[src/design/lane_params.svh]
// Lane sizing parameters

`ifndef LANE_PARAMS_SVH
`define LANE_PARAMS_SVH

// Element width in bits
`define LANE_ELEM_W 32

// Number of vector registers
`define LANE_NR_VREGS 8

// Elements per vector register
`define LANE_VLMAX 8

// Operand queue entries
`define LANE_FIFO_DEPTH 4

`endif

[src/design/lane_pkg.sv]
// Lane shared types

`include "lane_params.svh"

package lane_pkg;

  // One vector element
  typedef logic [`LANE_ELEM_W-1:0] elem_t;

  // Register number and element index
  typedef logic [$clog2(`LANE_NR_VREGS)-1:0] vreg_idx_t;
  typedef logic [$clog2(`LANE_VLMAX)-1:0]    elem_idx_t;

  // Vector length, zero up to VLMAX inclusive
  typedef logic [$clog2(`LANE_VLMAX+1)-1:0] vl_t;

  // Register number in the upper bits, element index below
  typedef logic [$bits(vreg_idx_t)+$bits(elem_idx_t)-1:0] vrf_addr_t;

  typedef enum logic [2:0] {
    ADD = 3'd0,
    SUB = 3'd1,
    AND = 3'd2,
    OR  = 3'd3,
    XOR = 3'd4,
    MIN = 3'd5
  } alu_op_e;

  typedef struct packed {
    elem_t vs1;
    elem_t vs2;
  } operand_pair_t;

  typedef enum logic [1:0] {
    IDLE = 2'd0,
    RUN  = 2'd1,
    ACK  = 2'd2
  } lane_state_e;

endpackage

[src/design/operand_fifo.sv]
// Operand pair queue

`include "lane_params.svh"

module operand_fifo (
  input  logic                    clk_i,
  input  logic                    rst_ni,
  input  logic                    push_i,
  input  lane_pkg::operand_pair_t push_data_i,
  output logic                    pop_valid_o,
  output lane_pkg::operand_pair_t pop_data_o,
  input  logic                    pop_ready_i,
  output logic                    has_room_o
);

  localparam int unsigned Depth = `LANE_FIFO_DEPTH;
  localparam int unsigned PtrW  = $clog2(Depth);
  localparam int unsigned CntW  = $clog2(Depth + 1);

  lane_pkg::operand_pair_t mem_q [Depth];
  logic [PtrW-1:0]         wr_ptr_q, rd_ptr_q;
  logic [CntW-1:0]         count_q;
  logic                    do_pop;

  assign pop_valid_o = (count_q != '0);
  assign pop_data_o  = mem_q[rd_ptr_q];
  assign do_pop      = pop_valid_o && pop_ready_i;

  // Two free slots, one for the read in flight and one for a new issue
  assign has_room_o = (count_q <= CntW'(Depth - 2));

  always_ff @(posedge clk_i) begin
    if (push_i) mem_q[wr_ptr_q] <= push_data_i;
  end

  always_ff @(posedge clk_i or negedge rst_ni) begin
    if (!rst_ni) begin
      wr_ptr_q <= '0;
      rd_ptr_q <= '0;
      count_q  <= '0;
    end else begin
      if (push_i) begin
        wr_ptr_q <= (wr_ptr_q == PtrW'(Depth - 1)) ? '0 : wr_ptr_q + 1'b1;
      end
      if (do_pop) begin
        rd_ptr_q <= (rd_ptr_q == PtrW'(Depth - 1)) ? '0 : rd_ptr_q + 1'b1;
      end
      case ({push_i, do_pop})
        2'b10:   count_q <= count_q + 1'b1;
        2'b01:   count_q <= count_q - 1'b1;
        default: count_q <= count_q;
      endcase
    end
  end

  a_no_push_full: assert property (@(posedge clk_i) disable iff (!rst_ni)
    push_i |-> (count_q != CntW'(Depth)))
    else $error("operand pushed into a full queue");

  a_no_pop_empty: assert property (@(posedge clk_i) disable iff (!rst_ni)
    pop_ready_i |-> pop_valid_o)
    else $error("operand popped from an empty queue");

endmodule

[config.mk]
export PLATFORM = sky130hd
export DESIGN_NAME = operand_fifo
export DESIGN_NICKNAME = d
export VERILOG_FILES = /design/src/design/lane_pkg.sv /design/src/design/operand_fifo.sv
export VERILOG_INCLUDE_DIRS = /design/src /design/src/design
export SDC_FILE = /design/constraint.sdc
export NUM_CORES = 1
export LEC_CHECK = 0
export BUFFER_PORTS_ARGS = -buffer_cell sky130_fd_sc_hd__buf_4
export CAP_MARGIN = 25
export CORE_MARGIN = 8
export CORE_UTILIZATION = 45
export CTS_BUF_LIST = sky130_fd_sc_hd__clkbuf_16
export DETAILED_ROUTE_END_ITERATION = 8
export PLACE_DENSITY = 0.68
export SYNTH_ARGS = -nofsm -noshare
export SYNTH_HDL_FRONTEND = slang
export SYNTH_SLANG_ARGS = --single-unit
[constraint.sdc]
create_clock -name clk_i -period 7.2 [get_ports clk_i]
set_clock_uncertainty 0.1 [all_clocks]
set_input_delay 1.08 -clock clk_i [delete_from_list [all_inputs] [get_ports clk_i]]
set_output_delay 1.08 -clock clk_i [all_outputs]
set_load 0.01 [all_outputs]
==> results.sh <==
export IMPL_min_period_ns=4.05
export IMPL_grtUsageMet3=0.0404
export IMPL_port_buffer_count=133
export IMPL_synthesis_area_um2=9660
export IMPL_ios=134
export IMPL_synthTopCellsByCount="edfxtp_1, mux4_2, dfrtp_1, inv_1"
export IMPL_placed_area_um2=10900
export IMPL_die_area_um2=26400
export IMPL_switching_share=0.275
export IMPL_gr_usage_met2=0.233
export IMPL_ys_ff_latch=263
export IMPL_syn_to_final_growth_pct=23.1
export IMPL_grt_usage=0.137
export IMPL_drive_above_1_share=0.459
export IMPL_core_um2=21000
export IMPL_clockBufferDepth=3
export IMPL_ys_flop_type="edfxtp_1"
export IMPL_synth_top_cell_by_area="edfxtp_1"
export IMPL_synth_cells=374
export IMPL_required_ns=6.02
export IMPL_wirelength_um=18100
export IMPL_start_util=0.459
export IMPL_setup_violations=0
export IMPL_synth_edf_count=256
export IMPL_root_buffer="clkbuf_16"
export IMPL_worstHoldPathType="in2async"
export IMPL_drc=0
export IMPL_fin_nets=601
export IMPL_outcome="finished, final reports clean"
export IMPL_p_comb_frac=0.269
export IMPL_vias=4317
export IMPL_arrival_ns=2.87
export IMPL_endpoint_kind="output pin"
export IMPL_p_leak_nw=4.10
export IMPL_instances_no_fill=822
export IMPL_synth_seq_area_share=0.814
export IMPL_cts_hold_buf=0
export IMPL_grt_antenna_before_repair=1
export IMPL_cts_setup_buffers=0
export IMPL_die_w_um=162
export IMPL_p_clk_frac=0.286
export IMPL_fin_area_um2=11900
export IMPL_hold_viol=0
export IMPL_die_h_um=162
export IMPL_dp_final_hpwl_um=10600
export IMPL_max_cap_violations=0
export IMPL_tightest_slew_ns=1.01
export IMPL_p_int_mw=3.52
export IMPL_path_clk_slew_ns=0.06
export IMPL_finalCritPeriodShare=0.562
export IMPL_ctsResizeCount=0
export IMPL_grt_pass1_vias=4862
export IMPL_drtPass1Iterations=4
export IMPL_drtAntennaViolNets=0
export IMPL_busiest_layer="met2"
export IMPL_drv_slew=0
export IMPL_start_kind="flip-flop"
export IMPL_fmax_mhz=247
export IMPL_tritoncts="built"
export IMPL_power_frac_seq=0.445
export IMPL_yosysUniqueCellTypes=20
export IMPL_avgSynthCellArea_um2=25.8
export IMPL_num_rows=53
export IMPL_yosysMostFrequentCell="edfxtp_1"
export IMPL_place_gp_congestion=0.655
export IMPL_synth_top_area_share=0.796
export IMPL_gr_total_overflow=0
export IMPL_insertion_delay_ns=0.52
export IMPL_grt_start_max_net_pins=67
export IMPL_wire_per_inst_um=22.0
export IMPL_rsz0062_at_grt="no"
export IMPL_worstPathMaxFanout=35
export IMPL_powerDensity_nw_per_um2=408
export IMPL_slew_headroom=0.324
export IMPL_via_per_inst=5.25
export IMPL_drt_iter0_markers=223
export IMPL_clock_sink_count=263
export IMPL_cts_made_buffers=27
export IMPL_met1_usage=0.168
export IMPL_peakVddDrop_v=0.000261
export IMPL_synth_top_cells_by_area="edfxtp_1, mux4_2, dfrtp_1"
export IMPL_placed_cells=769
export IMPL_yosys_warnings=0
export IMPL_path_class="reg2out"
export IMPL_synth_nets=449
export IMPL_ys_async_sr_fraction=0.0266
export IMPL_setup_tns_ns=0
export IMPL_diodes=0
export IMPL_power_switching_mw=1.33
export IMPL_h_tree_depth=1
export IMPL_grt_pass1_wl_um=27800
[layer usage]
metal,share of wire,routed length [um],vias up
met5,0.00072,13,-
met4,0.022,399,2
met3,0.073,1320,35
met2,0.49,8920,136
met1,0.41,7440,2246
li1,-,-,1898
[power groups by stage]
| stage | sequential, mW | clock, mW | combinational [mW] |
|---|---|---|---|
| 3_5_place_dp | 2.21 | 0 | 1.32 |
| 2_1_floorplan | 2.05 | 0 | 0.876 |
| 5_1_grt | 2.20 | 1.48 | 1.41 |
| 4_1_cts | 2.18 | 1.42 | 1.33 |
| 6_report | 2.16 | 1.39 | 1.30 |
| 3_3_place_gp | 2.19 | 0 | 1.31 |
[sequential cells by signal (all words and copies together), names as in the netlist]
signal,cells
count_q,3
mem_q,256
wr_ptr_q,2
rd_ptr_q,2
[worst paths after layout]
kind / startpoint / slack, ns / cells past startpoint / endpoint
worst max-delay path: rd_ptr_q[0] / 3.15 / 3 / pop_data_o[27]
worst min-delay path: rst_ni / 0.26 / 1 / rd_ptr_q[1]
worst max register to register: count_q[0] / 5.11 / 9 / count_q[2]
worst min register to register: count_q[2] / 0.39 / 1 / count_q[2]
max in group asynchronous: rst_ni / 6.60 / 1 / rd_ptr_q[0]
min in group clk_i: count_q[2] / 0.39 / 1 / count_q[2]
[final cells by class]
cell class              count  area, um^2
clock buffers              27         676
multi-input cells          90        1670
clock inverters            23         230
fillers                  1550        9140
flip-flops and latches    263        7870
well taps                 275         344
repair buffers            137        1070
inverters                   7        26.3
[worst max-delay path, cell delays in order (launching register included)]
cell,delay (ns)
dfrtp_4,0.86
buf_4,0.68
mux4_2,0.61
buf_4,0.16
[kinds of logic (layout without fill, tap and decap cells)]
group | count (synthesis) | in the layout | synth area share
flops | 263 | 263 | 0.814
mux | 67 | 67 | 0.153
buf+inv | 21 | 194 | 0.0136
simple gates | 10 | 10 | 0.00544
fa+ha+maj | 7 | 7 | 0.00985
compound gates | 3 | 3 | 0.00155
xor+xnor | 3 | 3 | 0.00272
[metrics by stage]
stage	utilization	total power, mW	hold slack (ns)	setup slack (ns)
6_report	0.565	4.85	0.261	3.15
5_1_grt	0.565	5.08	0.243	2.89
4_1_cts	0.563	4.93	0.237	3.01
3_5_place_dp	0.519	3.53	0.379	3.59
3_3_place_gp	0.519	3.49	0.371	3.57
2_1_floorplan	-	2.92	0.356	4.08
[layout by cell type (no fill, tap or decap), types with 5 or more instances in the layout]
| cell | count |
|---|---|
| dfrtp_1 | 5 |
| ha_1 | 6 |
| buf_4 | 134 |
| edfxtp_1 | 256 |
| clkbuf_16 | 27 |
| inv_1 | 11 |
| mux4_2 | 64 |
Note: power is estimated with default switching activity, not from simulation.
