## config.mk

```make
export PLATFORM = sky130hd
export DESIGN_NAME = lane_sequencer_flat
export DESIGN_NICKNAME = d
export VERILOG_FILES = /design/src/design/lane_pkg.sv /design/src/design/vrf_port_if.sv /design/src/design/lane_sequencer.sv /design/src/flat_wrapper.sv
export VERILOG_INCLUDE_DIRS = /design/src /design/src/design
export SDC_FILE = /design/constraint.sdc
export NUM_CORES = 1
export LEC_CHECK = 0
export BUFFER_PORTS_ARGS = -buffer_cell sky130_fd_sc_hd__clkbuf_2
export CAP_MARGIN = 0
export CORE_MARGIN = 1
export CORE_UTILIZATION = 31
export CTS_CLUSTER_DIAMETER = 60
export DETAILED_ROUTE_END_ITERATION = 16
export PLACE_DENSITY = 0.65
export SKIP_LAST_GASP = 1
export SLEW_MARGIN = 20
export SYNTH_ARGS = -nofsm -noshare
export SYNTH_HDL_FRONTEND = slang
export SYNTH_SLANG_ARGS = --single-unit
```

## constraint.sdc

```tcl
create_clock -name clk_i -period 2.25 [get_ports clk_i]
set_clock_uncertainty 0.1 [all_clocks]
set_input_delay 0.3375 -clock clk_i [delete_from_list [all_inputs] [get_ports clk_i]]
set_output_delay 0.3375 -clock clk_i [all_outputs]
set_load 0.02 [all_outputs]
```

## src/design/lane_params.svh

```systemverilog
// Lane sizing parameters

`ifndef LANE_PARAMS_SVH
`define LANE_PARAMS_SVH

// Element width in bits
`define LANE_ELEM_W 32

// Number of vector registers
`define LANE_NR_VREGS 8

// Elements per vector register
`define LANE_VLMAX 8

// Operand queue entries
`define LANE_FIFO_DEPTH 4

`endif

```

## src/design/lane_pkg.sv

```systemverilog
// Lane shared types

`include "lane_params.svh"

package lane_pkg;

  // One vector element
  typedef logic [`LANE_ELEM_W-1:0] elem_t;

  // Register number and element index
  typedef logic [$clog2(`LANE_NR_VREGS)-1:0] vreg_idx_t;
  typedef logic [$clog2(`LANE_VLMAX)-1:0]    elem_idx_t;

  // Vector length, zero up to VLMAX inclusive
  typedef logic [$clog2(`LANE_VLMAX+1)-1:0] vl_t;

  // Register number in the upper bits, element index below
  typedef logic [$bits(vreg_idx_t)+$bits(elem_idx_t)-1:0] vrf_addr_t;

  typedef enum logic [2:0] {
    ADD = 3'd0,
    SUB = 3'd1,
    AND = 3'd2,
    OR  = 3'd3,
    XOR = 3'd4,
    MIN = 3'd5
  } alu_op_e;

  typedef struct packed {
    elem_t vs1;
    elem_t vs2;
  } operand_pair_t;

  typedef enum logic [1:0] {
    IDLE = 2'd0,
    RUN  = 2'd1,
    ACK  = 2'd2
  } lane_state_e;

endpackage

```

## src/design/vrf_port_if.sv

```systemverilog
// Lane register file port

interface vrf_port_if;

  // Operand reads, two sources per element
  logic                rd_en;
  lane_pkg::vrf_addr_t rd_addr_a;
  lane_pkg::vrf_addr_t rd_addr_b;
  lane_pkg::elem_t     rd_data_a;
  lane_pkg::elem_t     rd_data_b;
  logic                rd_valid;

  // Result writeback
  logic                wr_en;
  lane_pkg::vrf_addr_t wr_addr;
  lane_pkg::elem_t     wr_data;

  modport issuer (
    output rd_en, rd_addr_a, rd_addr_b
  );

  modport regfile (
    input  rd_en, rd_addr_a, rd_addr_b, wr_en, wr_addr, wr_data,
    output rd_data_a, rd_data_b, rd_valid
  );

  modport writer (
    output wr_en, wr_addr, wr_data
  );

endinterface

```

## src/design/lane_sequencer.sv

```systemverilog
// Lane command sequencer

module lane_sequencer (
  input  logic                clk_i,
  input  logic                rst_ni,
  // Command handshake
  input  logic                cmd_req_i,
  input  lane_pkg::alu_op_e   cmd_op_i,
  input  lane_pkg::vreg_idx_t cmd_vd_i,
  input  lane_pkg::vreg_idx_t cmd_vs1_i,
  input  lane_pkg::vreg_idx_t cmd_vs2_i,
  input  lane_pkg::vl_t       cmd_vl_i,
  output logic                cmd_ack_o,
  output logic                busy_o,
  // Operand reads
  vrf_port_if.issuer          vrf,
  input  logic                has_room_i,
  // Element counters
  input  logic                issue_done_i,
  input  logic                retire_done_i,
  output logic                start_o,
  output logic                issue_o,
  input  lane_pkg::elem_idx_t elem_idx_i,
  // Latched command fields
  output lane_pkg::alu_op_e   op_o,
  output lane_pkg::vreg_idx_t vd_o,
  output lane_pkg::vl_t       vl_o
);

  lane_pkg::lane_state_e state_q, state_d;
  logic                  ack_q;

  lane_pkg::alu_op_e     op_q;
  lane_pkg::vreg_idx_t   vd_q, vs1_q, vs2_q;
  lane_pkg::vl_t         vl_q;

  //////////////////////////////////////////////////////////////////////
  // Command FSM
  //////////////////////////////////////////////////////////////////////

  always_comb begin
    state_d = state_q;
    start_o = 1'b0;
    case (state_q)
      lane_pkg::IDLE: begin
        if (cmd_req_i) begin
          state_d = lane_pkg::RUN;
          start_o = 1'b1;
        end
      end
      // Hand completion back to the master once the last writeback is seen
      lane_pkg::RUN: if (retire_done_i) state_d = lane_pkg::ACK;
      lane_pkg::ACK: if (!cmd_req_i) state_d = lane_pkg::IDLE;
      default:       state_d = lane_pkg::IDLE;
    endcase
  end

  always_ff @(posedge clk_i or negedge rst_ni) begin
    if (!rst_ni) begin
      state_q <= lane_pkg::IDLE;
      ack_q   <= 1'b0;
    end else begin
      state_q <= state_d;
      ack_q   <= (state_d == lane_pkg::ACK);
    end
  end

  // Command fields held for the whole run
  always_ff @(posedge clk_i) begin
    if (start_o) begin
      op_q  <= cmd_op_i;
      vd_q  <= cmd_vd_i;
      vs1_q <= cmd_vs1_i;
      vs2_q <= cmd_vs2_i;
      vl_q  <= cmd_vl_i;
    end
  end

  //////////////////////////////////////////////////////////////////////
  // Operand read issue
  //////////////////////////////////////////////////////////////////////

  // One element per cycle while the queue can absorb it
  assign issue_o       = (state_q == lane_pkg::RUN) && has_room_i && !issue_done_i;
  assign vrf.rd_en     = issue_o;
  assign vrf.rd_addr_a = {vs1_q, elem_idx_i};
  assign vrf.rd_addr_b = {vs2_q, elem_idx_i};

  assign cmd_ack_o = ack_q;
  assign busy_o    = (state_q != lane_pkg::IDLE);
  assign op_o      = op_q;
  assign vd_o      = vd_q;
  assign vl_o      = vl_q;

  // Ack marks completion of every element of the command
  a_ack_when_retired: assert property (@(posedge clk_i) disable iff (!rst_ni)
    cmd_ack_o |-> retire_done_i)
    else $error("cmd_ack_o high before all elements were written back");

  // Master must hold req until it has seen ack
  a_req_held: assert property (@(posedge clk_i) disable iff (!rst_ni)
    (state_q == lane_pkg::RUN) |-> cmd_req_i)
    else $error("cmd_req_i dropped before cmd_ack_o");

endmodule

```

## src/flat_wrapper.sv

```systemverilog
// flat-port wrapper written by rule: the top's interface ports become plain ports
module lane_sequencer_flat 
  (clk_i, rst_ni, cmd_req_i, cmd_op_i, cmd_vd_i, cmd_vs1_i, cmd_vs2_i, cmd_vl_i, cmd_ack_o, busy_o, has_room_i, issue_done_i, retire_done_i, start_o, issue_o, elem_idx_i, op_o, vd_o, vl_o, vrf_rd_en, vrf_rd_addr_a, vrf_rd_addr_b);
  vrf_port_if vrf_i ();
  input  logic clk_i;
  input  logic rst_ni;
  input  logic cmd_req_i;
  input  lane_pkg::alu_op_e cmd_op_i;
  input  lane_pkg::vreg_idx_t cmd_vd_i;
  input  lane_pkg::vreg_idx_t cmd_vs1_i;
  input  lane_pkg::vreg_idx_t cmd_vs2_i;
  input  lane_pkg::vl_t cmd_vl_i;
  output logic cmd_ack_o;
  output logic busy_o;
  input  logic has_room_i;
  input  logic issue_done_i;
  input  logic retire_done_i;
  output logic start_o;
  output logic issue_o;
  input  lane_pkg::elem_idx_t elem_idx_i;
  output lane_pkg::alu_op_e op_o;
  output lane_pkg::vreg_idx_t vd_o;
  output lane_pkg::vl_t vl_o;
  output wire logic [$bits(vrf_i.rd_en)-1:0] vrf_rd_en;
  output wire logic [$bits(vrf_i.rd_addr_a)-1:0] vrf_rd_addr_a;
  output wire logic [$bits(vrf_i.rd_addr_b)-1:0] vrf_rd_addr_b;
  assign vrf_rd_en = vrf_i.rd_en;
  assign vrf_rd_addr_a = vrf_i.rd_addr_a;
  assign vrf_rd_addr_b = vrf_i.rd_addr_b;
  lane_sequencer u_core (.clk_i(clk_i), .rst_ni(rst_ni), .cmd_req_i(cmd_req_i), .cmd_op_i(cmd_op_i), .cmd_vd_i(cmd_vd_i), .cmd_vs1_i(cmd_vs1_i), .cmd_vs2_i(cmd_vs2_i), .cmd_vl_i(cmd_vl_i), .cmd_ack_o(cmd_ack_o), .busy_o(busy_o), .vrf(vrf_i), .has_room_i(has_room_i), .issue_done_i(issue_done_i), .retire_done_i(retire_done_i), .start_o(start_o), .issue_o(issue_o), .elem_idx_i(elem_idx_i), .op_o(op_o), .vd_o(vd_o), .vl_o(vl_o));
endmodule
```

==> results.sh <==
export IMPL_status="completed"
export IMPL_postLayoutCoreUtil_pct=45.44
export IMPL_numCtsBuffers=3
export IMPL_cts_clk_slew_worst_paths_ps=90
export IMPL_ioPinCount=52
export IMPL_p_comb_share_pct=32.3
export IMPL_fmax_ghz=0.5120
export IMPL_cp_num_buf_inv=1
export IMPL_cts_resized_gates=0
export IMPL_die_w_um=48.64
export IMPL_synth_net_count=62
export IMPL_grt_antenna_before_repair=0
export IMPL_layout_nets=104
export IMPL_drive_above_1_share_pct=61.54
export IMPL_ys_seq_area_share_pct=82.37
export IMPL_grtUsageTotal_pct=10.78
export IMPL_syn_area_sq_um=674.4
export IMPL_cts_buffer_depth=2
export IMPL_seqPwrFrac_pct=52.1
export IMPL_met1_usage_pct=11.48
export IMPL_synth_top_family_by_area="buffers and inverters"
export IMPL_grt_ovfl_total=0
export IMPL_drt_first_pass_iters=4
export IMPL_cts_tree="done"
export IMPL_clkSinkCount=19
export IMPL_synthMuxAreaShare_pct=0
export IMPL_power_leakage_nw=0.4156
export IMPL_worst_slew_pin_slew_ps=338.9
export IMPL_multi_input_area_sq_um=62.56
export IMPL_cp_slowest_stage_delay_ps=450
export IMPL_relSlewSlack_pct=77.10
export IMPL_setup_violations=0
export IMPL_finalHoldViolCount=0
export IMPL_crit_arrival_ps=1520
export IMPL_synth_compound_area_share_pct=2.597
export IMPL_avgRoutedWirePerCell_um=10.63
export IMPL_critPathRequiredTime_ps=1810
export IMPL_nFillCells=192
export IMPL_clk_latency_ps=280
export IMPL_place_gp_congestion=0.7592
export IMPL_drv_cap=0
export IMPL_drc=0
export IMPL_worstSetupStartpointType="flip-flop"
export IMPL_mostFrequentLayoutCells="clkbuf_2, edfxtp_1, clkbuf_4, dfrtp_1"
export IMPL_netSwitchingFraction_pct=33.82
export IMPL_syn_area_per_cell_sq_um=18.23
export IMPL_syn_inst=37
export IMPL_drt_initial_drc_count=13
export IMPL_path_class="reg -> out"
export IMPL_ir_drop_v=0.0003916
export IMPL_root_buffer="clkbuf_4"
export IMPL_dp_final_hpwl_um=928.4
export IMPL_fin_crit_ps=1953
export IMPL_min_period_over_period_pct=86.81
export IMPL_mostFrequentLayoutCell="clkbuf_2"
export IMPL_viasPerCell=4.229
export IMPL_synthSimpleGateAreaFrac_pct=6.679
export IMPL_power_density_mw_per_mm2=1121
export IMPL_die_h_um=48.64
export IMPL_grt_max_degree=12
export IMPL_tns_ps=0
export IMPL_worstPathCellList="or2_4, nor2_2, clkbuf_2"
export IMPL_core_area_sq_mm=0.002002
export IMPL_critPathTopFamily="simple AND/OR/NAND/NOR gates"
export IMPL_grt_pass1_vias=401
export IMPL_ys_ff_latch=19
export IMPL_p_int_w=0.0006746
export IMPL_synthDistinctLibCells=11
export IMPL_busiest_layer="met2"
export IMPL_grt_use_met3_pct=4.717
export IMPL_end_kind="primary output"
export IMPL_holdCritPathClass="in -> reg"
export IMPL_yosys_warnings=0
export IMPL_cp_max_fo=7
export IMPL_fin_area_sq_um=909.6
export IMPL_crit_slowest_cell="dfrtp_1"
export IMPL_vias=444
export IMPL_syn_to_final_growth_pct=34.88
export IMPL_antenna_left=0
export IMPL_rsz0062_at_grt="false"
export IMPL_synthAdderAreaFrac_pct=0
export IMPL_fp_row_count=16
export IMPL_place_area_sq_um=873.3
export IMPL_slew_violations=0
export IMPL_p_switching_w=0.0003448
export IMPL_regArea_sq_um=555.5
export IMPL_synthXorXnorAreaFrac_pct=0
export IMPL_diodes=0
export IMPL_clockPowerShare_pct=15.6
export IMPL_grt_pass1_wl_mm=1.759
export IMPL_port_buffers=42
export IMPL_grt_met2_usage_pct=16.44
export IMPL_start_util_pct=33.69
export IMPL_dieArea_sq_mm=0.002366
export IMPL_htreeDepth=1
export IMPL_wirelength_mm=1.116
[power groups by stage]
| stage | clock (W) | combinational (W) | sequential, W |
|---|---|---|---|
| floorplan | 0 | 0.000135 | 0.000628 |
| finish | 0.000159 | 0.000329 | 0.000531 |
| global route | 0.000184 | 0.000354 | 0.000542 |
| CTS | 0.000168 | 0.000335 | 0.000532 |
| global placement | 0 | 0.000332 | 0.000534 |
| detailed placement | 0 | 0.000332 | 0.000542 |
[logic make-up (layout without fill, tap and decap cells)]
| group | count (synthesis) | in the layout |
|---|---|---|
| flops | 19 | 19 |
| buf+inv | 8 | 49 |
| compound gates | 3 | 3 |
| simple gates | 7 | 7 |
[state kept, by name, indices dropped and copies added (netlist names)]
register and cells:
u_core.vd_o 3, u_core.cmd_ack_o 1, u_core.vl_o 4, u_core.op_o 3, u_core.state_q 2, u_core.vs2_q 3
u_core.vs1_q 3
[per-layer routing]
metal / up-vias / wire, um / part of all wire (%)
li1: 210 / - / -
met1: 199 / 449 / 40
met2: 33 / 506 / 45
met3: 2 / 147 / 13
met4: 0 / 13 / 1.2
met5: - / 0 / 0
[worst paths after layout]
path / startpoint / to / slack [ps] / depth (start not counted)
min in group asynchronous: rst_ni / u_core.state_q[0] / 290 / 2
max: u_core.state_q[0] / start_o / 300 / 3
max reg2reg: u_core.state_q[0] / u_core.vs1_q[1] / 620 / 3
min reg2reg: u_core.state_q[1] / u_core.state_q[0] / 430 / 1
min: cmd_vs2_i[1] / u_core.vs2_q[1] / 120 / 1
max in group asynchronous: rst_ni / u_core.cmd_ack_o / 1650 / 2
[repair_timing]
item | in CTS | in global routing
hold endpoints to repair | 3 | 0
hold buffers | 1 | 0
buffers inserted | 0 | 0
[area by class of cell]
cell class / count / share of cell area [%]
clock buffer: 4 / 2.889
inverter: 1 / 0.4127
multi-input combinational: 10 / 6.878
sequential: 19 / 61.07
tap: 27 / 3.714
timing repair buffer: 44 / 25.03
[metrics by stage]
step	setup slack, ps	total power (W)	std cells	hold slack, ps
after floorplan	330.0	0.0007630	37	-58.09
after global placement	631.2	0.0008661	100	37.85
after detailed placement	597.0	0.0008747	100	40.23
after CTS	269.2	0.001036	105	108.5
after global routing	194.1	0.001080	105	97.13
final	296.8	0.001019	105	123.8
[worst reg2reg max path: cells and delay by family (launching register included)]
kind / cells / cell delay [ps]
buffers and inverters: 1 / 260
and+or+nand+nor: 2 / 540
DFF: 1 / 450
[cell usage after synthesis (all sizes together)]
cell	count	share of area, %
edfxtp	16	71
a21oi	1	0.74
nor4bb	1	1.5
dfrtp	3	11
nor2	1	0.93
or2	1	1.3
buf	7	7.8
nand2	2	1.1
o22ai	2	1.9
nand2b	2	1.9
inv	1	0.56
(Power assumes the default switching activity.)
