### config.mk
export PLATFORM = sky130hd
export DESIGN_NAME = elem_counter
export DESIGN_NICKNAME = d
export VERILOG_FILES = /design/src/design/lane_pkg.sv /design/src/design/elem_counter.sv
export VERILOG_INCLUDE_DIRS = /design/src /design/src/design
export SDC_FILE = /design/constraint.sdc
export NUM_CORES = 1
export LEC_CHECK = 0
export ABC_AREA = 0
export BUFFER_PORTS_ARGS = -buffer_cell sky130_fd_sc_hd__buf_2
export CAP_MARGIN = 10
export CORE_ASPECT_RATIO = 0.9
export CORE_MARGIN = 2
export CORE_UTILIZATION = 35
export DETAILED_ROUTE_END_ITERATION = 16
export GPL_TIMING_DRIVEN = 1
export PLACE_DENSITY = 0.54
export RECOVER_POWER = 50
export SLEW_MARGIN = 40
export SYNTH_ARGS = -nofsm -noshare
export SYNTH_HDL_FRONTEND = slang
export SYNTH_SLANG_ARGS = --single-unit
### constraint.sdc
create_clock -name clk_i -period 4.2 [get_ports clk_i]
set_clock_uncertainty 0.1 [all_clocks]
set_input_delay 0.63 -clock clk_i [delete_from_list [all_inputs] [get_ports clk_i]]
set_output_delay 0.63 -clock clk_i [all_outputs]
set_load 0.02 [all_outputs]
### src/design/lane_params.svh
// Lane sizing parameters

`ifndef LANE_PARAMS_SVH
`define LANE_PARAMS_SVH

// Element width in bits
`define LANE_ELEM_W 32

// Number of vector registers
`define LANE_NR_VREGS 8

// Elements per vector register
`define LANE_VLMAX 8

// Operand queue entries
`define LANE_FIFO_DEPTH 4

`endif

### src/design/lane_pkg.sv
// Lane shared types

`include "lane_params.svh"

package lane_pkg;

  // One vector element
  typedef logic [`LANE_ELEM_W-1:0] elem_t;

  // Register number and element index
  typedef logic [$clog2(`LANE_NR_VREGS)-1:0] vreg_idx_t;
  typedef logic [$clog2(`LANE_VLMAX)-1:0]    elem_idx_t;

  // Vector length, zero up to VLMAX inclusive
  typedef logic [$clog2(`LANE_VLMAX+1)-1:0] vl_t;

  // Register number in the upper bits, element index below
  typedef logic [$bits(vreg_idx_t)+$bits(elem_idx_t)-1:0] vrf_addr_t;

  typedef enum logic [2:0] {
    ADD = 3'd0,
    SUB = 3'd1,
    AND = 3'd2,
    OR  = 3'd3,
    XOR = 3'd4,
    MIN = 3'd5
  } alu_op_e;

  typedef struct packed {
    elem_t vs1;
    elem_t vs2;
  } operand_pair_t;

  typedef enum logic [1:0] {
    IDLE = 2'd0,
    RUN  = 2'd1,
    ACK  = 2'd2
  } lane_state_e;

endpackage

### src/design/elem_counter.sv
// Element issue and retire counters

module elem_counter (
  input  logic                clk_i,
  input  logic                rst_ni,
  input  logic                start_i,
  input  lane_pkg::vl_t       vl_i,
  input  logic                issue_i,
  input  logic                retire_i,
  output lane_pkg::elem_idx_t issue_idx_o,
  output lane_pkg::elem_idx_t retire_idx_o,
  output logic                issue_done_o,
  output logic                retire_done_o
);

  localparam int unsigned IdxW = $bits(lane_pkg::elem_idx_t);

  // Counts run up to vl, one wider than the element index
  lane_pkg::vl_t issue_cnt_q, retire_cnt_q;

  always_ff @(posedge clk_i or negedge rst_ni) begin
    if (!rst_ni) begin
      issue_cnt_q  <= '0;
      retire_cnt_q <= '0;
    end else if (start_i) begin
      issue_cnt_q  <= '0;
      retire_cnt_q <= '0;
    end else begin
      if (issue_i) issue_cnt_q <= issue_cnt_q + 1'b1;
      if (retire_i) retire_cnt_q <= retire_cnt_q + 1'b1;
    end
  end

  assign issue_idx_o  = issue_cnt_q[IdxW-1:0];
  assign retire_idx_o = retire_cnt_q[IdxW-1:0];

  // vl of zero is done straight away
  assign issue_done_o  = (issue_cnt_q >= vl_i);
  assign retire_done_o = (retire_cnt_q >= vl_i);

  a_retire_le_issue: assert property (@(posedge clk_i) disable iff (!rst_ni)
    retire_cnt_q <= issue_cnt_q)
    else $error("more elements retired than issued");

endmodule

==> flow_summary.ini, run 1 <==
[clocking]
cts_setup_buffers = 0
clockBufferDepth = 2
clk_pin_slew_ns = 0.06
hold_buffers = 0
cts_resized = 0
numClockSinks = 8
cts_tree = done
cts-root-buf = clkbuf_4
insertion_delay_ns = 0.25
cts_made_buffers = 3
htreeDepth = 1

[cells_and_area]
final_cells = 96
multiInputGateArea_sq_um = 358
drive_gt1_frac = 0.292
nets = 93
final-seq-area_sq_um = 200
area_growth_pct = 13.0
fillers = 182
antenna_cells = 0
final_core_util = 0.420

[synthesis]
yosys_warnings = 0
synthAdderAreaFrac = 0.200
avgSynthCellArea_sq_um = 10.4
ys_seq_area_frac = 0.320
synth-xor-area-share = 0.0840
synth.distinct_cells = 14
synth_compound_area_frac = 0.0880
netlist_instances = 60
yosysTopAreaCellShare = 0.320
yosysTopAreaCell = dfrtp_1
yosys.area_share.simple = 0.168
netlist_area_sq_um = 626
synth_top_family_by_area = adder cells
synth_nets = 79
synthTopCellsByArea = dfrtp_1, ha_1, a2111oi_4, buf_4, nor2_1
synth_seq_cells = 8
synthMuxAreaShare = 0.0320

[run]
max-cap-violations = 0

[placed_design]
post-place-ws_ns = 1.72
dp_cells = 93
numPortBuffers = 16
place_hpwl_um = 825
gp_congestion = 0.737

[global_routing]
globalRouteTotalUtil = 0.106
grt_antenna_before_repair = 0
grt_max_degree = 9
grt_overflow_total = 0
grt_pass1_wl_mm = 1.64
grt_pass1_vias = 415

[detailed_routing]
route.detailed.drc = 0
drtIter0Drc = 4
dr.pass1.iters = 4
met3_length_um = 50
met1Wirelength_um = 487
wl_met2_um = 462
route.vias.total = 437
top_layer_used = met4
post_drt_wl_per_cell_um = 10.5
antenna_left = 0
wirelength_mm = 1.01
vias_per_cell = 4.55

[floorplanning]
io_pins = 17
die_area_sq_um = 2140
core_region_area_sq_um = 1680
die_w_um = 48.6
initial_utilization = 0.372
rows = 14
die_height_um = 44.1

[pwr]
intPower_mw = 0.142
p_total_mw = 0.202
p_leak_nw = 0.380
switching_power_mw = 0.0593
p_clk_frac = 0.291
power_frac_comb = 0.277
seqPwrFrac = 0.432
vdd_drop_max_v = 0.000134
power_density_nw_per_um2 = 285
swShare = 0.294

[worst_setup_path]
cp.required_ns = 3.47
startpoint_type = flip-flop
crit_fanout = 5
path_class = flip-flop to output pin
arrival_ns = 1.74
worst_setup_path_end_kind = output pin

[sta]
fmax_ghz = 0.404
tightest_slew_ns = 0.443
finalCritPeriodShare = 0.589
min_period_ns = 2.47
maxSlewViolCount = 0
fin_ws_ns = 1.73
hold_viol = 0
setup_viol = 0
grt_setup_unrepaired = no
setup-tns-final_ns = 0
slew_headroom = 0.705

[status]
status = finished, final reports clean

[hold_path]
min_path_type = primary input to async pin
[per-layer routing]
layer / GRT usage / vias to the layer above
met3: 0.0270 / 2
met4: 0.0857 / 0
met5: 0 / -
li1: - / 219
met1: 0.130 / 207
met2: 0.161 / 9
[critical path, stage by stage, from the launching register on]
cell and delay (ns):
dfrtp_1 0.44, inv_1 0.07, ha_1 0.27, nand2b_4 0.15
a2111oi_4 0.32, nor3_1 0.08, buf_2 0.16
[cell usage after synthesis]
cell        n
ha_1       10
nor2_1     10
dfrtp_1     8
buf_4       6
inv_1       5
nor3_1      4
xor2_1      4
a2111oi_4   2
mux2i_1     2
nand2_1     2
nand2b_4    2
nand4_1     2
xnor2_1     2
clkbuf_1    1
[kinds of logic after synthesis]
kind of cell | after synthesis
flops | 8
xor+xnor | 6
mux | 2
fa+ha+maj | 10
simple gates | 20
compound gates | 2
buf+inv | 12
[cell usage in the layout (no fill, tap or decap), drive strengths merged]
cell type	count
dfrtp	8
nand2	2
nor3	4
nand2b	2
inv	5
xnor2	2
nand4	2
mux2i	2
xor2	4
a2111oi	2
nor2	10
clkbuf	5
ha	10
buf	14
[power groups by stage]
stage               registers [mW]  clock network, mW  logic, mW
floorplan                   0.0869                  0     0.0480
global placement            0.0887                  0     0.0561
detailed placement          0.0887                  0     0.0572
CTS                         0.0873             0.0622     0.0575
global route                0.0881             0.0672     0.0616
finish                      0.0871             0.0587     0.0558
[area by class of cell]
cell class	count	area share
inverter	5	0.0265
sequential	8	0.283
multi-input combinational	40	0.506
timing repair buffer	16	0.110
tap	24	0.0425
clock buffer	3	0.0319
[worst paths after layout]
kind / to / startpoint / slack (ns) / cells after the start
min: issue_cnt_q[0] / rst_ni / 0.19 / 1
min reg2reg: issue_cnt_q[3] / issue_cnt_q[3] / 0.45 / 2
min in group clk_i: issue_cnt_q[3] / issue_cnt_q[3] / 0.45 / 2
max: issue_done_o / issue_cnt_q[0] / 1.73 / 6
max in group asynchronous: retire_cnt_q[2] / rst_ni / 3.50 / 1
max reg2reg: issue_cnt_q[2] / issue_cnt_q[0] / 3.05 / 4
[per-stage QoR]
step                instance area [sq um]  hold WS [ns]
finish                                707         0.187
global route                          707         0.215
detailed placement                    687         0.385
global placement                      687         0.384
floorplan                             626         0.234
CTS                                   709         0.105
[flip-flops by register name (all words and copies together) (netlist names)]
| signal | count |
|---|---|
| issue_cnt_q | 4 |
| retire_cnt_q | 4 |
No activity file was read; power rests on OpenSTA's default activity.
==> inputs of run 2 (changes only) <==
--- a/config.mk
+++ b/config.mk
@@ -6,7 +6,7 @@
 export SDC_FILE = /design/constraint.sdc
 export NUM_CORES = 1
 export LEC_CHECK = 0
-export ABC_AREA = 0
+export ABC_AREA = 1
 export BUFFER_PORTS_ARGS = -buffer_cell sky130_fd_sc_hd__buf_2
 export CAP_MARGIN = 10
 export CORE_ASPECT_RATIO = 0.9
==> constraint.sdc (replaced) <==
create_clock -name clk_i -period 2.3 [get_ports clk_i]
set_clock_uncertainty 0.1 [all_clocks]
set_input_delay 0.345 -clock clk_i [delete_from_list [all_inputs] [get_ports clk_i]]
set_output_delay 0.345 -clock clk_i [all_outputs]
set_load 0.02 [all_outputs]
==> run 2 against run 1 <==
Global-route usage increased by 3.3 points. Register-to-register slack worse by 1.8 ns. Non-clock buffer count up 1. Critical path depth is the same. Routed wire length rose by 14%. Combinational power grew 44%. Critical path type unchanged. Flip-flop and latch count stayed put. Utilization increased by 0.14 points. Largest power group unchanged. Largest cell class unchanged. Highest routed layer unchanged.
==> flow_summary.ini, run 2 <==
[status]
status = finished, final reports clean

[synthesis]
yosysTopAreaCellShare = 0.325
synth_seq_cells = 8
synth-edff-count = 0
yosysTopAreaCell = dfrtp_1
synth_common_cells = nand2_1, inv_1, ha_1, nor2_1, dfrtp_1
synthAdderAreaFrac = 0.203
async_reset_ff_frac = 1.00
yosys_warnings = 0
synth_top_family_by_area = simple AND/OR/NAND/NOR gates
synth-xor-area-share = 0
netlist_area_sq_um = 616
yosys.area_share.simple = 0.236
synth.distinct_cells = 12
synth_nets = 99
synth_compound_area_frac = 0.0894
synthTopCellsByArea = dfrtp_1, ha_1, nand2_1, buf_4, inv_1
ys.flop_type = dfrtp_1
ys_seq_area_frac = 0.325
avgSynthCellArea_sq_um = 7.69
synthMuxAreaShare = 0
netlist_instances = 80
synthMostInstantiatedCell = nand2_1

[worst_setup_path]
arrival_ns = 1.42
crit_fanout = 5
startpoint_type = flip-flop
crit_chain = ha_1 -> inv_1 -> o21bai_1 -> nand2_1 -> nand3_1 -> buf_2
path_class = flip-flop to output pin
cp.required_ns = 1.86
worst_setup_path_end_kind = output pin
slowest_stage = dfrtp_1
cpPeakStageDelay_ns = 0.42

[clocking]
cts_setup_buffers = 0
cts_tree = done
cts_made_buffers = 3
numClockSinks = 8
insertion_delay_ns = 0.26
htreeDepth = 1
cts-root-buf = clkbuf_4
clk_pin_slew_ns = 0.05
clockBufferDepth = 2

[detailed_routing]
post_drt_wl_per_cell_um = 9.69
dr.pass1.iters = 2
route.detailed.drc = 0
antenna_left = 0
route.vias.total = 513
drtIter0Drc = 8
vias_per_cell = 4.35
wirelength_mm = 1.14

[pwr]
p_leak_nw = 0.418
power_density_nw_per_um2 = 491
vdd_drop_max_v = 0.000237

[sta]
slew_headroom = 0.710
min_period_ns = 1.86
setup_viol = 0
hold_viol = 0
fin_ws_ns = 0.440
setup-tns-final_ns = 0
finalCritPeriodShare = 0.809
whs_ns = 0.239
fmax_ghz = 0.537
grt_setup_unrepaired = no
maxSlewViolCount = 0
tightest_slew_ns = 0.435

[global_routing]
globalRouteTotalUtil = 0.139
grt_antenna_before_repair = 0
grt_pass1_wl_mm = 1.92
grt_overflow_total = 0
grt_max_degree = 9
grt_pass1_vias = 465

[floorplanning]
die_w_um = 48.2
rows = 14
die_height_um = 43.8
core_region_area_sq_um = 1660
die_area_sq_um = 2110
io_pins = 17
initial_utilization = 0.370

[placed_design]
post-place-ws_ns = 0.663
gp_congestion = 0.672
place_hpwl_um = 953
dp_cells = 114
numPortBuffers = 16

[cells_and_area]
layout_common_cells = nand2_1, buf_2, inv_1, nor2_1, ha_1
nets = 115
largestRegisters = issue_cnt_q: 4 flops, retire_cnt_q: 4 flops
drive_gt1_frac = 0.191
final_core_util = 0.422
multiInputGateArea_sq_um = 315
final_cells = 118
final-seq-area_sq_um = 200
final_common_cell = nand2_1
area_growth_pct = 14.0
antenna_cells = 0
fillers = 186

[hold_path]
min_path_type = primary input to flip-flop

[run]
max-cap-violations = 0
[run 2: path summary, 6_finish.rpt]
kind / start / end / slack, ns / cells after the start
min in group asynchronous: rst_ni / retire_cnt_q[3] / 0.44 / 2
min: retire_i / retire_cnt_q[1] / 0.24 / 2
max in group asynchronous: rst_ni / issue_cnt_q[3] / 1.37 / 2
min reg2reg: issue_cnt_q[3] / issue_cnt_q[3] / 0.44 / 3
max reg2reg: retire_cnt_q[0] / retire_cnt_q[2] / 1.24 / 4
max: issue_cnt_q[1] / issue_done_o / 0.44 / 6
[run 2: cell families (layout without fill, tap and decap cells)]
kind of cell | Yosys count | after routing
simple gates | 34 | 34
buf+inv | 18 | 32
fa+ha+maj | 10 | 10
compound gates | 10 | 10
flops | 8 | 8
[run 2: area by class of cell]
cell class,instances,share of cell area
multi-input cells,54,0.449
flip-flops and latches,8,0.285
repair buffers,17,0.127
inverters,12,0.0642
well taps,24,0.0428
clock buffers,3,0.0321
[run 2: critical path: cells and delay by family (launching register included)]
| family | cells | cell delay (ns) |
|---|---|---|
| AO/OA/AOI/OAI | 1 | 0.11 |
| adder cells (fa/ha/maj) | 1 | 0.31 |
| buffers and inverters | 2 | 0.20 |
| flip-flops | 1 | 0.42 |
| AND/OR/NAND/NOR | 2 | 0.12 |
[run 2: routing by layer]
metal,part of all wire,global-route usage,vias up
met5,0,0,-
met4,0.038,0.114,0
met3,0.063,0.0292,5
met2,0.37,0.176,12
met1,0.53,0.194,217
li1,-,-,279
[run 2: report_power, final]
group | leakage [nW] | total [mW] | internal, mW | switching [mW]
clock network | 0.0138 | 0.108 | 0.0597 | 0.0482
logic | 0.297 | 0.0804 | 0.0319 | 0.0485
registers | 0.107 | 0.156 | 0.147 | 0.00895
[run 2: per-stage QoR]
step | power [mW] | instance area [sq um]
floorplan | 0.219 | 616
global placement | 0.239 | 681
detailed placement | 0.241 | 681
CTS | 0.351 | 713
global route | 0.368 | 702
finish | 0.345 | 702
[run 2: repair_timing]
item                      CTS  global route
gates resized for setup     0             0
hold endpoints to repair    8             0
hold buffers                1             0
==> inputs of run 3 (changes only) <==
--- a/config.mk
+++ b/config.mk
@@ -14,7 +14,7 @@
 export CORE_UTILIZATION = 35
 export DETAILED_ROUTE_END_ITERATION = 16
 export GPL_TIMING_DRIVEN = 1
-export PLACE_DENSITY = 0.54
+export PLACE_DENSITY = 0.56
 export RECOVER_POWER = 50
 export SLEW_MARGIN = 40
 export SYNTH_ARGS = -nofsm -noshare
==> constraint.sdc (replaced) <==
create_clock -name clk_i -period 1.65 [get_ports clk_i]
set_clock_uncertainty 0.1 [all_clocks]
set_input_delay 0.2475 -clock clk_i [delete_from_list [all_inputs] [get_ports clk_i]]
set_output_delay 0.2475 -clock clk_i [all_outputs]
set_load 0.02 [all_outputs]
==> run 3 against run 2 <==
The flow now finishes with violations (negative setup slack). Combinational power is 77% higher. Largest cell class unchanged. Die area stayed put. Global-route usage is 0.75 points lower. Clock power is 35% higher. Critical path type unchanged. Highest routed layer unchanged. Largest power group unchanged.
==> flow_summary.ini, run 3 (synthesis gave the netlist of run 2 again) <==
[status]
status = finished, violations left
violations = negative setup slack

[worst_setup_path]
arrival_ns = 1.35
r2r_cells = 5
slowest_stage = dfrtp_1
r2r-end = retire_cnt_q[2]
cpPeakStageDelay_ns = 0.40
cp.required_ns = 1.30
worst_setup_path_end_kind = output pin
startpoint_type = flip-flop
ff2ff_setup_slack_ns = 0.48
path_buf_inv = 2
crit_chain = ha_4 -> inv_2 -> o21bai_1 -> nand2_1 -> nand3_2 -> buf_6
path_class = flip-flop to output pin
crit_fanout = 2
crit_family = flip-flops
reg2reg_from = retire_cnt_q[1]

[sta]
fmax_ghz = 0.589
setup-tns-final_ns = -0.0899
tightest_slew_ns = 0.424
slew_headroom = 0.717
finalCritPeriodShare = 1.03
hold_viol = 0
maxSlewViolCount = 0
whs_ns = 0.137
min_period_ns = 1.70
setup_viol = 2
fin_ws_ns = -0.0490
grt_setup_unrepaired = yes

[cells_and_area]
fillers = 170
drive_gt1_frac = 0.310
layout_common_cells = nand2_1, buf_2, inv_1, nor2_1
final_cells = 124
largestRegisters = issue_cnt_q: 4 flops, retire_cnt_q: 4 flops
multiInputGateArea_sq_um = 355
final-seq-area_sq_um = 200
antenna_cells = 0
final_core_util = 0.478
final_common_cell = nand2_1
area_growth_pct = 29.3
nets = 121

[pwr]
switching_power_mw = 0.153
power_density_nw_per_um2 = 633
swShare = 0.303
p_leak_nw = 0.457
intPower_mw = 0.351
seqPwrFrac = 0.428
power_frac_comb = 0.282
vdd_drop_max_v = 0.000241
p_clk_frac = 0.290

[detailed_routing]
vias_per_cell = 4.45
wirelength_mm = 1.25
antenna_left = 0
post_drt_wl_per_cell_um = 10.0
route.detailed.drc = 0
met1Wirelength_um = 554
dr.pass1.iters = 4
route.vias.total = 552
met3_length_um = 85
drtIter0Drc = 9
wl_met2_um = 595
top_layer_used = met4

[clocking]
numClockSinks = 8
htreeDepth = 1
clk_pin_slew_ns = 0.05
cts-root-buf = clkbuf_4
cts_tree = done
clockBufferDepth = 2
insertion_delay_ns = 0.25
cts_made_buffers = 3

[hold_path]
min_path_cells = 2
min_path_type = primary input to flip-flop
min_from = retire_i
hold_end = retire_cnt_q[1]

[placed_design]
place_hpwl_um = 907
gp_congestion = 0.687
numPortBuffers = 16
dp_cells = 114

[floorplanning]
rows = 14
core_region_area_sq_um = 1660
die_height_um = 43.8
die_w_um = 48.2
die_area_sq_um = 2110
initial_utilization = 0.370
io_pins = 17

[run]
max-cap-violations = 0

[global_routing]
grt_overflow_total = 0
grt_pass1_wl_mm = 1.89
grt_max_degree = 9
grt_pass1_vias = 492
globalRouteTotalUtil = 0.131
grt_antenna_before_repair = 0
==> run 3: cell count changes in the layout (fill, tap and decap cells not counted), sizes merged <==
cell	change
buf	+5
clkbuf	+1
==> run 3: worst max-delay path by stage <==
| stage | from | endpoint | slack, ns | cells past startpoint |
|---|---|---|---|---|
| 2_1_floorplan | issue_cnt_q[1] | issue_done_o | 0.26 | 5 |
| 3_3_place_gp | retire_cnt_q[1] | retire_done_o | 0.18 | 6 |
| 3_5_place_dp | retire_cnt_q[1] | retire_done_o | 0.15 | 6 |
| 4_1_cts | retire_cnt_q[1] | retire_done_o | -0.04 | 6 |
| 5_1_grt | issue_cnt_q[1] | issue_done_o | -0.12 | 6 |
| 6_report | issue_cnt_q[1] | issue_done_o | -0.05 | 6 |
==> run 3: through the flow <==
step / instance area, sq um / setup WS [ns] / power, mW
floorplan: 616 / 0.259 / 0.305
global placement: 681 / 0.178 / 0.332
detailed placement: 681 / 0.151 / 0.336
CTS: 781 / -0.0432 / 0.505
global route: 796 / -0.125 / 0.542
finish: 796 / -0.0490 / 0.504
==> run 3: layout make-up <==
type	count	share of cell area
clock buffer	3	0.0283
multi-input combinational	54	0.447
tap	24	0.0377
inverter	12	0.0566
timing repair buffer	23	0.179
sequential	8	0.252
==> run 3: timing repair <==
action                     4_1_cts  5_1_grt
gates resized for setup          7        3
pin swaps                        1        6
setup endpoints to repair        2        2
hold endpoints to repair         8        0
hold buffers                     1        0
buffers inserted                 5        1
==> run 3: layer usage <==
layer  GRT usage  vias up
met3      0.0250        2
li1            -      293
met5           0        -
met1       0.159      244
met2       0.205       13
met4      0.0811        0
==> run 3: power groups by stage <==
stage | logic, mW | clock network, mW | registers [mW]
after floorplan | 0.0865 | 0 | 0.219
after global placement | 0.111 | 0 | 0.221
after detailed placement | 0.115 | 0 | 0.222
after CTS | 0.140 | 0.150 | 0.215
after global routing | 0.163 | 0.162 | 0.217
final | 0.142 | 0.146 | 0.216
